`config.mk`:
```
export PLATFORM = sky130hd
export DESIGN_NAME = soc_top
export DESIGN_NICKNAME = d
export VERILOG_FILES = /design/src/verilog/soc_pkg.sv /design/src/verilog/soc_if.sv /design/src/verilog/activity_led.sv /design/src/verilog/bus_meter.sv /design/src/verilog/csr_bridge.sv /design/src/verilog/reset_gen.sv /design/src/verilog/soc_top.sv /design/src/verilog/sysctl.sv /design/src/verilog/wb_decoder.sv
export SDC_FILE = /design/constraint.sdc
export NUM_CORES = 1
export LEC_CHECK = 0
export BUFFER_PORTS_ARGS = -buffer_cell sky130_fd_sc_hd__buf_2
export CAP_MARGIN = 40
export CORE_UTILIZATION = 45
export DETAILED_ROUTE_END_ITERATION = 10
export GPL_TIMING_DRIVEN = 0
export PLACE_DENSITY = 0.66
export SLEW_MARGIN = 10
export SYNTH_ARGS = -nofsm -noshare
export SYNTH_HDL_FRONTEND = slang
export SYNTH_HIERARCHICAL = 1
export SYNTH_SLANG_ARGS = --single-unit
```
`constraint.sdc`:
```
create_clock -name sys_clk -period 2.2 [get_ports sys_clk]
set_input_delay 0.22 -clock sys_clk [delete_from_list [all_inputs] [get_ports sys_clk]]
set_output_delay 0.22 -clock sys_clk [all_outputs]
set_load 0.03 [all_outputs]
```
`src/verilog/soc_pkg.sv`:
```
//--------------------------------------------------
// SoC system-control package
// Address map, CSR banks, register indices, widths
//--------------------------------------------------
package soc_pkg;

	// Top address bits pick the bus region
	localparam int REGION_W = 3;
	localparam logic [REGION_W-1:0] CSR_REGION = 3'b100;
	// Marker word from the default responder
	localparam logic [31:0] UNMAPPED_DATA = 32'habadface;

	// CSR address split into bank and register
	localparam int CSR_ADDR_W = 14;
	localparam int CSR_BANK_W = 4;
	localparam int CSR_REG_W = 10;
	localparam logic [CSR_BANK_W-1:0] SYSCTL_BANK = 4'h1;
	localparam logic [CSR_BANK_W-1:0] METER_BANK = 4'ha;

	// System controller registers
	localparam logic [CSR_REG_W-1:0] REG_GPIO_IN = 10'd0;
	localparam logic [CSR_REG_W-1:0] REG_GPIO_OUT = 10'd1;
	localparam logic [CSR_REG_W-1:0] REG_IRQ_EN = 10'd2;
	localparam logic [CSR_REG_W-1:0] REG_SYSTEM_ID = 10'd3;
	localparam logic [CSR_REG_W-1:0] REG_HARD_RESET = 10'd4;

	// Bus meter registers
	localparam logic [CSR_REG_W-1:0] REG_METER_CTRL = 10'd0;
	localparam logic [CSR_REG_W-1:0] REG_STB_COUNT = 10'd1;
	localparam logic [CSR_REG_W-1:0] REG_ACK_COUNT = 10'd2;

	// Board identifier, X401
	localparam logic [31:0] SYSTEM_ID = 32'h58343031;
	localparam int GPIO_IN_W = 13;
	localparam int GPIO_OUT_W = 14;

	// Counter widths
	localparam int DEBOUNCE_W = 4;
	localparam int PERIPH_RST_W = 3;
	localparam int STRETCH_W = 6;

	typedef struct packed {
		logic [CSR_BANK_W-1:0] bank;
		logic [CSR_REG_W-1:0] idx;
	} csr_field_t;

	// Raw from the bridge, bank/register for the slaves
	typedef union packed {
		logic [CSR_ADDR_W-1:0] raw;
		csr_field_t field;
	} csr_addr_u;

endpackage

```
`src/verilog/soc_if.sv`:
```
//--------------------------------------------------
// Internal buses of the system-control subsystem
// Wishbone segment to the bridge and the CSR bus
//--------------------------------------------------
`timescale 1ns/100ps

// Wishbone classic segment, decoder to CSR bridge
interface wb_if;
	logic cyc;
	logic stb;
	logic we;
	logic [31:0] adr;
	logic [31:0] dat_w;
	logic [31:0] dat_r;
	logic ack;

	modport master (
		output cyc, stb, we, adr, dat_w,
		input dat_r, ack
	);

	modport slave (
		input cyc, stb, we, adr, dat_w,
		output dat_r, ack
	);
endinterface

// CSR bus, one read data line per slave bank
interface csr_if;
	soc_pkg::csr_addr_u a;
	logic we;
	logic [31:0] dw;
	logic [31:0] dr_sysctl;
	logic [31:0] dr_meter;

	modport bridge (
		output a, we, dw,
		input dr_sysctl, dr_meter
	);

	modport sysctl (
		input a, we, dw,
		output dr_sysctl
	);

	modport meter (
		input a, we, dw,
		output dr_meter
	);
endinterface

```
`src/verilog/activity_led.sv`:
```
//--------------------------------------------------
// Serial line activity LED
// Stretches low periods so they stay visible
//--------------------------------------------------
`timescale 1ns/100ps

module activity_led (
	input logic sys_clk,
	input logic sys_rst_i,
	input logic line_i,
	output logic led_o
);

	logic [soc_pkg::STRETCH_W-1:0] stretch_cnt;

	always_ff @(posedge sys_clk) begin
		if (sys_rst_i) begin
			stretch_cnt <= '0;
			led_o <= 1'b0;
		end else begin
			// Reload while line is low, then count down
			if (!line_i)
				stretch_cnt <= '1;
			else if (stretch_cnt != '0)
				stretch_cnt <= stretch_cnt - 1'b1;
			led_o <= (stretch_cnt != '0);
		end
	end

endmodule

```
`src/verilog/bus_meter.sv`:
```
//--------------------------------------------------
// Bus usage meter CSR bank
// Counts strobe and ack cycles on the external bus
//--------------------------------------------------
`timescale 1ns/100ps

module bus_meter (
	input logic sys_clk,
	input logic sys_rst_i,
	csr_if.meter csr,
	input logic wb_stb_i,
	input logic wb_ack_i
);

	logic bank_sel;
	logic meter_en;
	logic [31:0] stb_count;
	logic [31:0] ack_count;

	assign bank_sel = (csr.a.field.bank == soc_pkg::METER_BANK);

	// Control write restarts both counts
	always_ff @(posedge sys_clk) begin
		if (sys_rst_i) begin
			meter_en <= 1'b0;
			stb_count <= 32'd0;
			ack_count <= 32'd0;
		end else if (csr.we && bank_sel && csr.a.field.idx == soc_pkg::REG_METER_CTRL) begin
			meter_en <= csr.dw[0];
			stb_count <= 32'd0;
			ack_count <= 32'd0;
		end else if (meter_en) begin
			stb_count <= stb_count + {31'd0, wb_stb_i};
			ack_count <= ack_count + {31'd0, wb_ack_i};
		end
	end

	// Read data, zero outside this bank
	always_ff @(posedge sys_clk) begin
		csr.dr_meter <= 32'd0;
		if (bank_sel) begin
			case (csr.a.field.idx)
				soc_pkg::REG_METER_CTRL: csr.dr_meter <= {31'd0, meter_en};
				soc_pkg::REG_STB_COUNT: csr.dr_meter <= stb_count;
				soc_pkg::REG_ACK_COUNT: csr.dr_meter <= ack_count;
				default: csr.dr_meter <= 32'd0;
			endcase
		end
	end

endmodule

```
`src/verilog/csr_bridge.sv`:
```
//--------------------------------------------------
// Wishbone to CSR bridge
// Write acks after two cycles, read after three
//--------------------------------------------------
`timescale 1ns/100ps

module csr_bridge (
	input logic sys_clk,
	input logic sys_rst_i,
	wb_if.slave wb,
	csr_if.bridge csr
);

	logic busy;
	// Cycles left until ack
	logic [1:0] wait_cnt;

	//--------------------------------------------------
	// Control FSM
	//--------------------------------------------------
	always_ff @(posedge sys_clk) begin
		if (sys_rst_i) begin
			busy <= 1'b0;
			wait_cnt <= 2'd0;
			wb.ack <= 1'b0;
			csr.we <= 1'b0;
		end else begin
			// Strobe and ack last one cycle
			csr.we <= 1'b0;
			wb.ack <= 1'b0;
			if (!busy) begin
				if (wb.cyc && wb.stb) begin
					busy <= 1'b1;
					// Reads wait for registered slave data
					wait_cnt <= wb.we ? 2'd2 : 2'd3;
					csr.we <= wb.we;
				end
			end else if (wait_cnt != 2'd0) begin
				wait_cnt <= wait_cnt - 2'd1;
				wb.ack <= (wait_cnt == 2'd1);
			end else begin
				// Ack cycle done, master has dropped stb
				busy <= 1'b0;
			end
		end
	end

	//--------------------------------------------------
	// Address, write data and read data
	//--------------------------------------------------
	always_ff @(posedge sys_clk) begin
		if (!busy && wb.cyc && wb.stb) begin
			csr.a.raw <= wb.adr[soc_pkg::CSR_ADDR_W+1:2];
			csr.dw <= wb.dat_w;
		end
		// Slaves drive zero outside their bank
		if (busy && wait_cnt == 2'd1)
			wb.dat_r <= csr.dr_sysctl | csr.dr_meter;
	end

endmodule

```
`src/verilog/reset_gen.sv`:
```
//--------------------------------------------------
// Reset generator
// Debounced system reset with hard-reset retrigger
// and a separately counted peripheral reset
//--------------------------------------------------
`timescale 1ns/100ps

module reset_gen (
	input logic sys_clk,
	input logic arst_n_i,
	input logic hard_reset_i,
	output logic sys_rst_o,
	output logic periph_rst_n_o
);

	logic rst_s1;
	logic rst_s2;
	logic [soc_pkg::DEBOUNCE_W-1:0] debounce_cnt;
	logic [soc_pkg::PERIPH_RST_W-1:0] periph_cnt;

	// Assert at once, release through two flops
	always_ff @(posedge sys_clk or negedge arst_n_i) begin
		if (!arst_n_i) begin
			rst_s1 <= 1'b0;
			rst_s2 <= 1'b0;
		end else begin
			rst_s1 <= 1'b1;
			rst_s2 <= rst_s1;
		end
	end

	// Debounce, reloaded by pin or software
	always_ff @(posedge sys_clk or negedge arst_n_i) begin
		if (!arst_n_i) begin
			debounce_cnt <= '1;
			sys_rst_o <= 1'b1;
		end else begin
			if (!rst_s2 || hard_reset_i)
				debounce_cnt <= '1;
			else if (debounce_cnt != '0)
				debounce_cnt <= debounce_cnt - 1'b1;
			sys_rst_o <= (debounce_cnt != '0);
		end
	end

	// Peripheral reset, top bit ends the count
	always_ff @(posedge sys_clk or negedge arst_n_i) begin
		if (!arst_n_i)
			periph_cnt <= '0;
		else if (!rst_s2)
			periph_cnt <= '0;
		else if (!periph_cnt[soc_pkg::PERIPH_RST_W-1])
			periph_cnt <= periph_cnt + 1'b1;
	end

	assign periph_rst_n_o = periph_cnt[soc_pkg::PERIPH_RST_W-1];

endmodule

```
`src/verilog/soc_top.sv`:
```
//--------------------------------------------------
// System-control subsystem top level
// Reset, bus decode, CSR banks and board pin map
//--------------------------------------------------
`timescale 1ns/100ps

module soc_top (
	input logic sys_clk,
	input logic arst_n_i,
	// Wishbone slave port
	input logic [31:0] wb_adr_i,
	input logic [31:0] wb_dat_i,
	output logic [31:0] wb_dat_o,
	input logic wb_we_i,
	input logic wb_cyc_i,
	input logic wb_stb_i,
	output logic wb_ack_o,
	// DIP switches and buttons
	input logic [soc_pkg::GPIO_IN_W-1:0] gpio_in_i,
	input logic uart_rxd_i,
	// Board outputs
	output logic [2:0] led_o,
	output logic [4:0] btnled_o,
	output logic lcd_e_o,
	output logic lcd_rs_o,
	output logic lcd_rw_o,
	output logic [3:0] lcd_d_o,
	output logic gpio_irq_o,
	output logic periph_rst_n_o
);

	logic sys_rst;
	logic hard_reset;
	logic rx_led;
	logic [soc_pkg::GPIO_OUT_W-1:0] gpio_out;

	wb_if csr_wb ();
	csr_if csr_bus ();

	//--------------------------------------------------
	// Reset generation
	//--------------------------------------------------
	reset_gen u_reset_gen (
		.sys_clk(sys_clk),
		.arst_n_i(arst_n_i),
		.hard_reset_i(hard_reset),
		.sys_rst_o(sys_rst),
		.periph_rst_n_o(periph_rst_n_o)
	);

	//--------------------------------------------------
	// External bus decode and CSR bridge
	//--------------------------------------------------
	wb_decoder u_wb_decoder (
		.sys_clk(sys_clk),
		.sys_rst_i(sys_rst),
		.wb_adr_i(wb_adr_i),
		.wb_dat_i(wb_dat_i),
		.wb_we_i(wb_we_i),
		.wb_cyc_i(wb_cyc_i),
		.wb_stb_i(wb_stb_i),
		.wb_dat_o(wb_dat_o),
		.wb_ack_o(wb_ack_o),
		.csr_bus(csr_wb.master)
	);

	csr_bridge u_csr_bridge (
		.sys_clk(sys_clk),
		.sys_rst_i(sys_rst),
		.wb(csr_wb.slave),
		.csr(csr_bus.bridge)
	);

	//--------------------------------------------------
	// CSR banks
	//--------------------------------------------------
	sysctl u_sysctl (
		.sys_clk(sys_clk),
		.sys_rst_i(sys_rst),
		.csr(csr_bus.sysctl),
		.gpio_in_i(gpio_in_i),
		.gpio_out_o(gpio_out),
		.gpio_irq_o(gpio_irq_o),
		.hard_reset_o(hard_reset)
	);

	// Watches the external bus handshake
	bus_meter u_bus_meter (
		.sys_clk(sys_clk),
		.sys_rst_i(sys_rst),
		.csr(csr_bus.meter),
		.wb_stb_i(wb_stb_i),
		.wb_ack_i(wb_ack_o)
	);

	activity_led u_rx_led (
		.sys_clk(sys_clk),
		.sys_rst_i(sys_rst),
		.line_i(uart_rxd_i),
		.led_o(rx_led)
	);

	// LED0 shows receive activity, the rest is GPIO
	assign led_o = {gpio_out[1:0], rx_led};
	assign btnled_o = gpio_out[6:2];
	// Character LCD control and nibble bus
	assign lcd_e_o = gpio_out[7];
	assign lcd_rs_o = gpio_out[8];
	assign lcd_rw_o = gpio_out[9];
	assign lcd_d_o = gpio_out[13:10];

endmodule

```
`src/verilog/sysctl.sv`:
```
//--------------------------------------------------
// System controller CSR bank
// GPIO in/out, change interrupt, board ID and
// software hard reset
//--------------------------------------------------
`timescale 1ns/100ps

module sysctl (
	input logic sys_clk,
	input logic sys_rst_i,
	csr_if.sysctl csr,
	input logic [soc_pkg::GPIO_IN_W-1:0] gpio_in_i,
	output logic [soc_pkg::GPIO_OUT_W-1:0] gpio_out_o,
	output logic gpio_irq_o,
	output logic hard_reset_o
);

	logic bank_sel;
	logic [soc_pkg::GPIO_IN_W-1:0] gpio_s1;
	logic [soc_pkg::GPIO_IN_W-1:0] gpio_s2;
	logic [soc_pkg::GPIO_IN_W-1:0] gpio_prev;
	logic [soc_pkg::GPIO_IN_W-1:0] irq_en;

	assign bank_sel = (csr.a.field.bank == soc_pkg::SYSCTL_BANK);

	//--------------------------------------------------
	// Input synchronizer and change interrupt
	//--------------------------------------------------
	always_ff @(posedge sys_clk) begin
		if (sys_rst_i) begin
			gpio_s1 <= '0;
			gpio_s2 <= '0;
			gpio_prev <= '0;
			gpio_irq_o <= 1'b0;
		end else begin
			gpio_s1 <= gpio_in_i;
			gpio_s2 <= gpio_s1;
			gpio_prev <= gpio_s2;
			// Any enabled bit that changed
			gpio_irq_o <= |((gpio_s2 ^ gpio_prev) & irq_en);
		end
	end

	//--------------------------------------------------
	// Register writes
	//--------------------------------------------------
	always_ff @(posedge sys_clk) begin
		if (sys_rst_i) begin
			gpio_out_o <= '0;
			irq_en <= '0;
			hard_reset_o <= 1'b0;
		end else begin
			hard_reset_o <= 1'b0;
			if (csr.we && bank_sel) begin
				case (csr.a.field.idx)
					soc_pkg::REG_GPIO_OUT: gpio_out_o <= csr.dw[soc_pkg::GPIO_OUT_W-1:0];
					soc_pkg::REG_IRQ_EN: irq_en <= csr.dw[soc_pkg::GPIO_IN_W-1:0];
					// Bit 0 requests a reset pulse
					soc_pkg::REG_HARD_RESET: hard_reset_o <= csr.dw[0];
					default: ;
				endcase
			end
		end
	end

	//--------------------------------------------------
	// Registered read data
	//--------------------------------------------------
	always_ff @(posedge sys_clk) begin
		csr.dr_sysctl <= 32'd0;
		if (bank_sel) begin
			case (csr.a.field.idx)
				soc_pkg::REG_GPIO_IN:
					csr.dr_sysctl <= {{(32-soc_pkg::GPIO_IN_W){1'b0}}, gpio_s2};
				soc_pkg::REG_GPIO_OUT:
					csr.dr_sysctl <= {{(32-soc_pkg::GPIO_OUT_W){1'b0}}, gpio_out_o};
				soc_pkg::REG_IRQ_EN:
					csr.dr_sysctl <= {{(32-soc_pkg::GPIO_IN_W){1'b0}}, irq_en};
				soc_pkg::REG_SYSTEM_ID:
					csr.dr_sysctl <= soc_pkg::SYSTEM_ID;
				default:
					csr.dr_sysctl <= 32'd0;
			endcase
		end
	end

endmodule

```
`src/verilog/wb_decoder.sv`:
```
//--------------------------------------------------
// External Wishbone region decoder
// CSR region to the bridge, all else to a
// default responder returning a marker word
//--------------------------------------------------
`timescale 1ns/100ps

module wb_decoder (
	input logic sys_clk,
	input logic sys_rst_i,
	input logic [31:0] wb_adr_i,
	input logic [31:0] wb_dat_i,
	input logic wb_we_i,
	input logic wb_cyc_i,
	input logic wb_stb_i,
	output logic [31:0] wb_dat_o,
	output logic wb_ack_o,
	wb_if.master csr_bus
);

	logic [soc_pkg::REGION_W-1:0] region;
	logic csr_sel;
	logic dflt_ack;

	// Region from the top address bits
	assign region = wb_adr_i[31 -: soc_pkg::REGION_W];
	assign csr_sel = (region == soc_pkg::CSR_REGION);

	// CSR segment only sees its own cycles
	assign csr_bus.cyc = wb_cyc_i & csr_sel;
	assign csr_bus.stb = wb_stb_i & csr_sel;
	assign csr_bus.we = wb_we_i;
	assign csr_bus.adr = wb_adr_i;
	assign csr_bus.dat_w = wb_dat_i;

	//--------------------------------------------------
	// Default responder
	//--------------------------------------------------
	// One-cycle ack, never back to back
	always_ff @(posedge sys_clk) begin
		if (sys_rst_i)
			dflt_ack <= 1'b0;
		else
			dflt_ack <= wb_cyc_i & wb_stb_i & ~csr_sel & ~dflt_ack;
	end

	// Return path by region
	assign wb_dat_o = csr_sel ? csr_bus.dat_r : soc_pkg::UNMAPPED_DATA;
	assign wb_ack_o = csr_sel ? csr_bus.ack : dflt_ack;

endmodule
```
==> key figures <==
Status
  • Status: finished with violations
  • Failing checks: setup timing

Final layout
  • Util after Layout: 0.5739
  • Layout Area Growth over Synthesis: 23.65%
  • Post-layout nets: 1,318
  • Layout cells sized above 1: 0.2464
  • Fill count: between 1,500 and 2,000
  • Diodes inserted: 0

Placed design
  • DP Wirelength: ~16 mm
  • Gpl congestion: 0.8298
  • Pre-CTS setup slack: -677.7 ps
  • Port bufs: between 60 and 70

Worst setup path
  • Slowest Stage Delay on Critical Path: 600 ps
  • Largest delay contributor family on the critical path: simple AND/OR/NAND/NOR gates
  • CP Class: reg2reg
  • Most frequent CP cell: ha_4
  • Worst path cell trace: ha_4, ha_4, nand3_4, or4_4, buf_8, or4_1, a21oi_2
  • Reg-to-Reg Start: u_bus_meter/stb_count[0]
  • Crit-path slowest cell: or4_4
  • Worst path required time: 2660 ps
  • Cell depth of the worst flop-to-flop path: 7
  • CP Data Arrival Time: 2670 ps
  • Worst setup EP type: flop
  • R2R Path End: u_bus_meter/stb_count[26]
  • Worst R2R Setup Slack: -6 ps
  • Startpoint types: flop
  • Crit Path Max Fanout: 5
  • WP buf/inv: 1

GRT
  • Global-route usage over all layers: 0.1962
  • GRT overflow: 0
  • Initial antenna violation count: 0
  • Largest net degree at the start of global routing: 22
  • First-pass GRT wire length: 39.00 mm
  • Vias in the first global route: 7,699

STA
  • Clock skew: 22.90 ps
  • Worst slew pin tran: roughly 540 ps
  • Final setup vio count: 1
  • Slew HR: 0.6405
  • Fin. Hold Viols: 0
  • Peak Freq: between 400 and 500 MHz
  • Minimum clock period: roughly 2200 ps
  • Final Max Tran Viols: 0
  • Period utilization: 1.003
  • Final WS setup: -6.215 ps
  • RSZ-0062 raised after global routing: yes

Clocking
  • CTS Buffer Depth: 3
  • Clock sinks: 263
  • Clk root buf: clkbuf_16
  • Worst-path clk slew: about 60 ps
  • Htree depth: 1
  • Total CTS buffers: 28
  • CTS tree: yes
  • Clock latency at the later pin of the worst-skew pair: 540 ps

Worst hold path
  • HP Class: in2async

Die
  • I/O Pins: 133
  • Die width: about 160 µm
  • Initial Util: 0.4641
  • Core area: 23,680 µm²
  • Die area: 25,060 µm²
  • # rows: 56
  • Die Ht: between 150 and 200 µm

Route
  • Routed Wire Length: roughly 25 mm
  • DR iter-0 viols: roughly 500
  • Vias/cell: slightly above 5
  • Drt drc: 0
  • Final ANT Viol Nets: 0
  • Pre-Repair DR Iteration Count: 5
  • Routed length per instance: between 15 and 20 µm
  • Routed vias: 8,081

Power and ir drop
  • Worst vdd ir: 0.0005500 V
  • Power Density: a little over 700 nW/µm²
  • Leakage power: 4.869 nW

Flow run
  • Max-cap violation count: 0

Yosys
  • Syn. warnings: 6
  • Cell Area, Synth: 10,990 µm²
  • Avg Inst Size Synth: 10.47 µm²
  • Mapped Cells: 1,050
==> worst max-delay path by stage <==
| stage | startpoint | to | slack, ps | cells after the start |
|---|---|---|---|---|
| 2_1_floorplan | wb_adr_i[29] | u_bus_meter/ack_count[18] | -80 | 9 |
| 3_3_place_gp | wb_adr_i[29] | u_bus_meter/ack_count[31] | -700 | 10 |
| 3_5_place_dp | wb_adr_i[29] | u_bus_meter/ack_count[29] | -680 | 10 |
| 4_1_cts | u_csr_bridge/csr.a[7] | u_bus_meter/ack_count[13] | -30 | 6 |
| 5_1_grt | u_bus_meter/stb_count[0] | u_bus_meter/stb_count[26] | -50 | 7 |
| 6_report | u_bus_meter/stb_count[0] | u_bus_meter/stb_count[26] | -6 | 7 |
==> state kept, by name (all words and copies together), names as in the netlist, 4 cells and up <==
register	cells
u_csr_bridge/wb.dat_r	32
u_sysctl/gpio_s1	13
u_sysctl/gpio_s2	13
u_csr_bridge/csr.dw	14
u_bus_meter/ack_count	32
u_sysctl/gpio_out_o	14
u_sysctl/gpio_prev	13
u_sysctl/csr.dr_sysctl	15
u_rx_led/stretch_cnt	6
u_bus_meter/csr.dr_meter	32
u_reset_gen/debounce_cnt	4
u_sysctl/irq_en	13
u_csr_bridge/csr.a	14
u_bus_meter/stb_count	32
==> through the flow <==
stage	setup TNS (ps)	hold WS, ps	total power (W)	area, µm²	instances
after floorplan	-355.4	-75.59	0.005210	11090	1061
after global placement	-43650	92.98	0.005261	11830	1449
after detailed placement	-28050	94.21	0.005268	11910	1453
after CTS	-694.1	54.24	0.009831	13330	1552
after global routing	-397.3	82.44	0.01005	13590	1565
final	-6.215	70.69	0.009737	13590	1565
==> metal layers <==
metal,global-route usage,part of all wire
met1,0.2553,0.45
met2,0.3358,0.48
met4,0.05998,0.026
met3,0.02858,0.040
met5,0,0
==> timing repair <==
action	4_1_cts	5_1_grt
pin swaps	2	11
gates resized for setup	17	54
setup endpoints to repair	94	105
gates cloned	0	1
setup buffers	1	12
endpoints found under the hold margin	57	0
hold buffers	46	0
==> report_power, final <==
part | leakage [nW] | switching (W) | internal (W)
Combinational | 2.25 | 0.000101 | 0.000162
Sequential | 2.20 | 0.0000151 | 0.00495
Clock | 0.422 | 0.00186 | 0.00264
Total | 4.87 | 0.00198 | 0.00776
==> layout by cell type (no fill, tap or decap), drive strengths merged, types with 23 or more instances in the layout <==
cell type	n
dfxtp	193
a22oi	34
or2	36
o31ai	29
a21oi	64
nor2b	43
dlygate4sd3	46
edfxtp	60
or4	37
nand2b	23
nor2	104
nand2	53
mux2i	30
clkbuf	71
buf	160
==> area by class of cell <==
class | instances | area, µm² | share of cell area
clock inverter | 7 | 100.1 | 0.007364
buffer | 99 | 753.2 | 0.05542
inverter | 21 | 78.83 | 0.005799
timing repair buffer | 133 | 997.2 | 0.07337
sequential | 263 | 5931 | 0.4363
clock buffer | 45 | 774.5 | 0.05698
tap | 319 | 399.1 | 0.02937
multi-input combinational | 678 | 4558 | 0.3354
(Power assumes the default switching activity.)
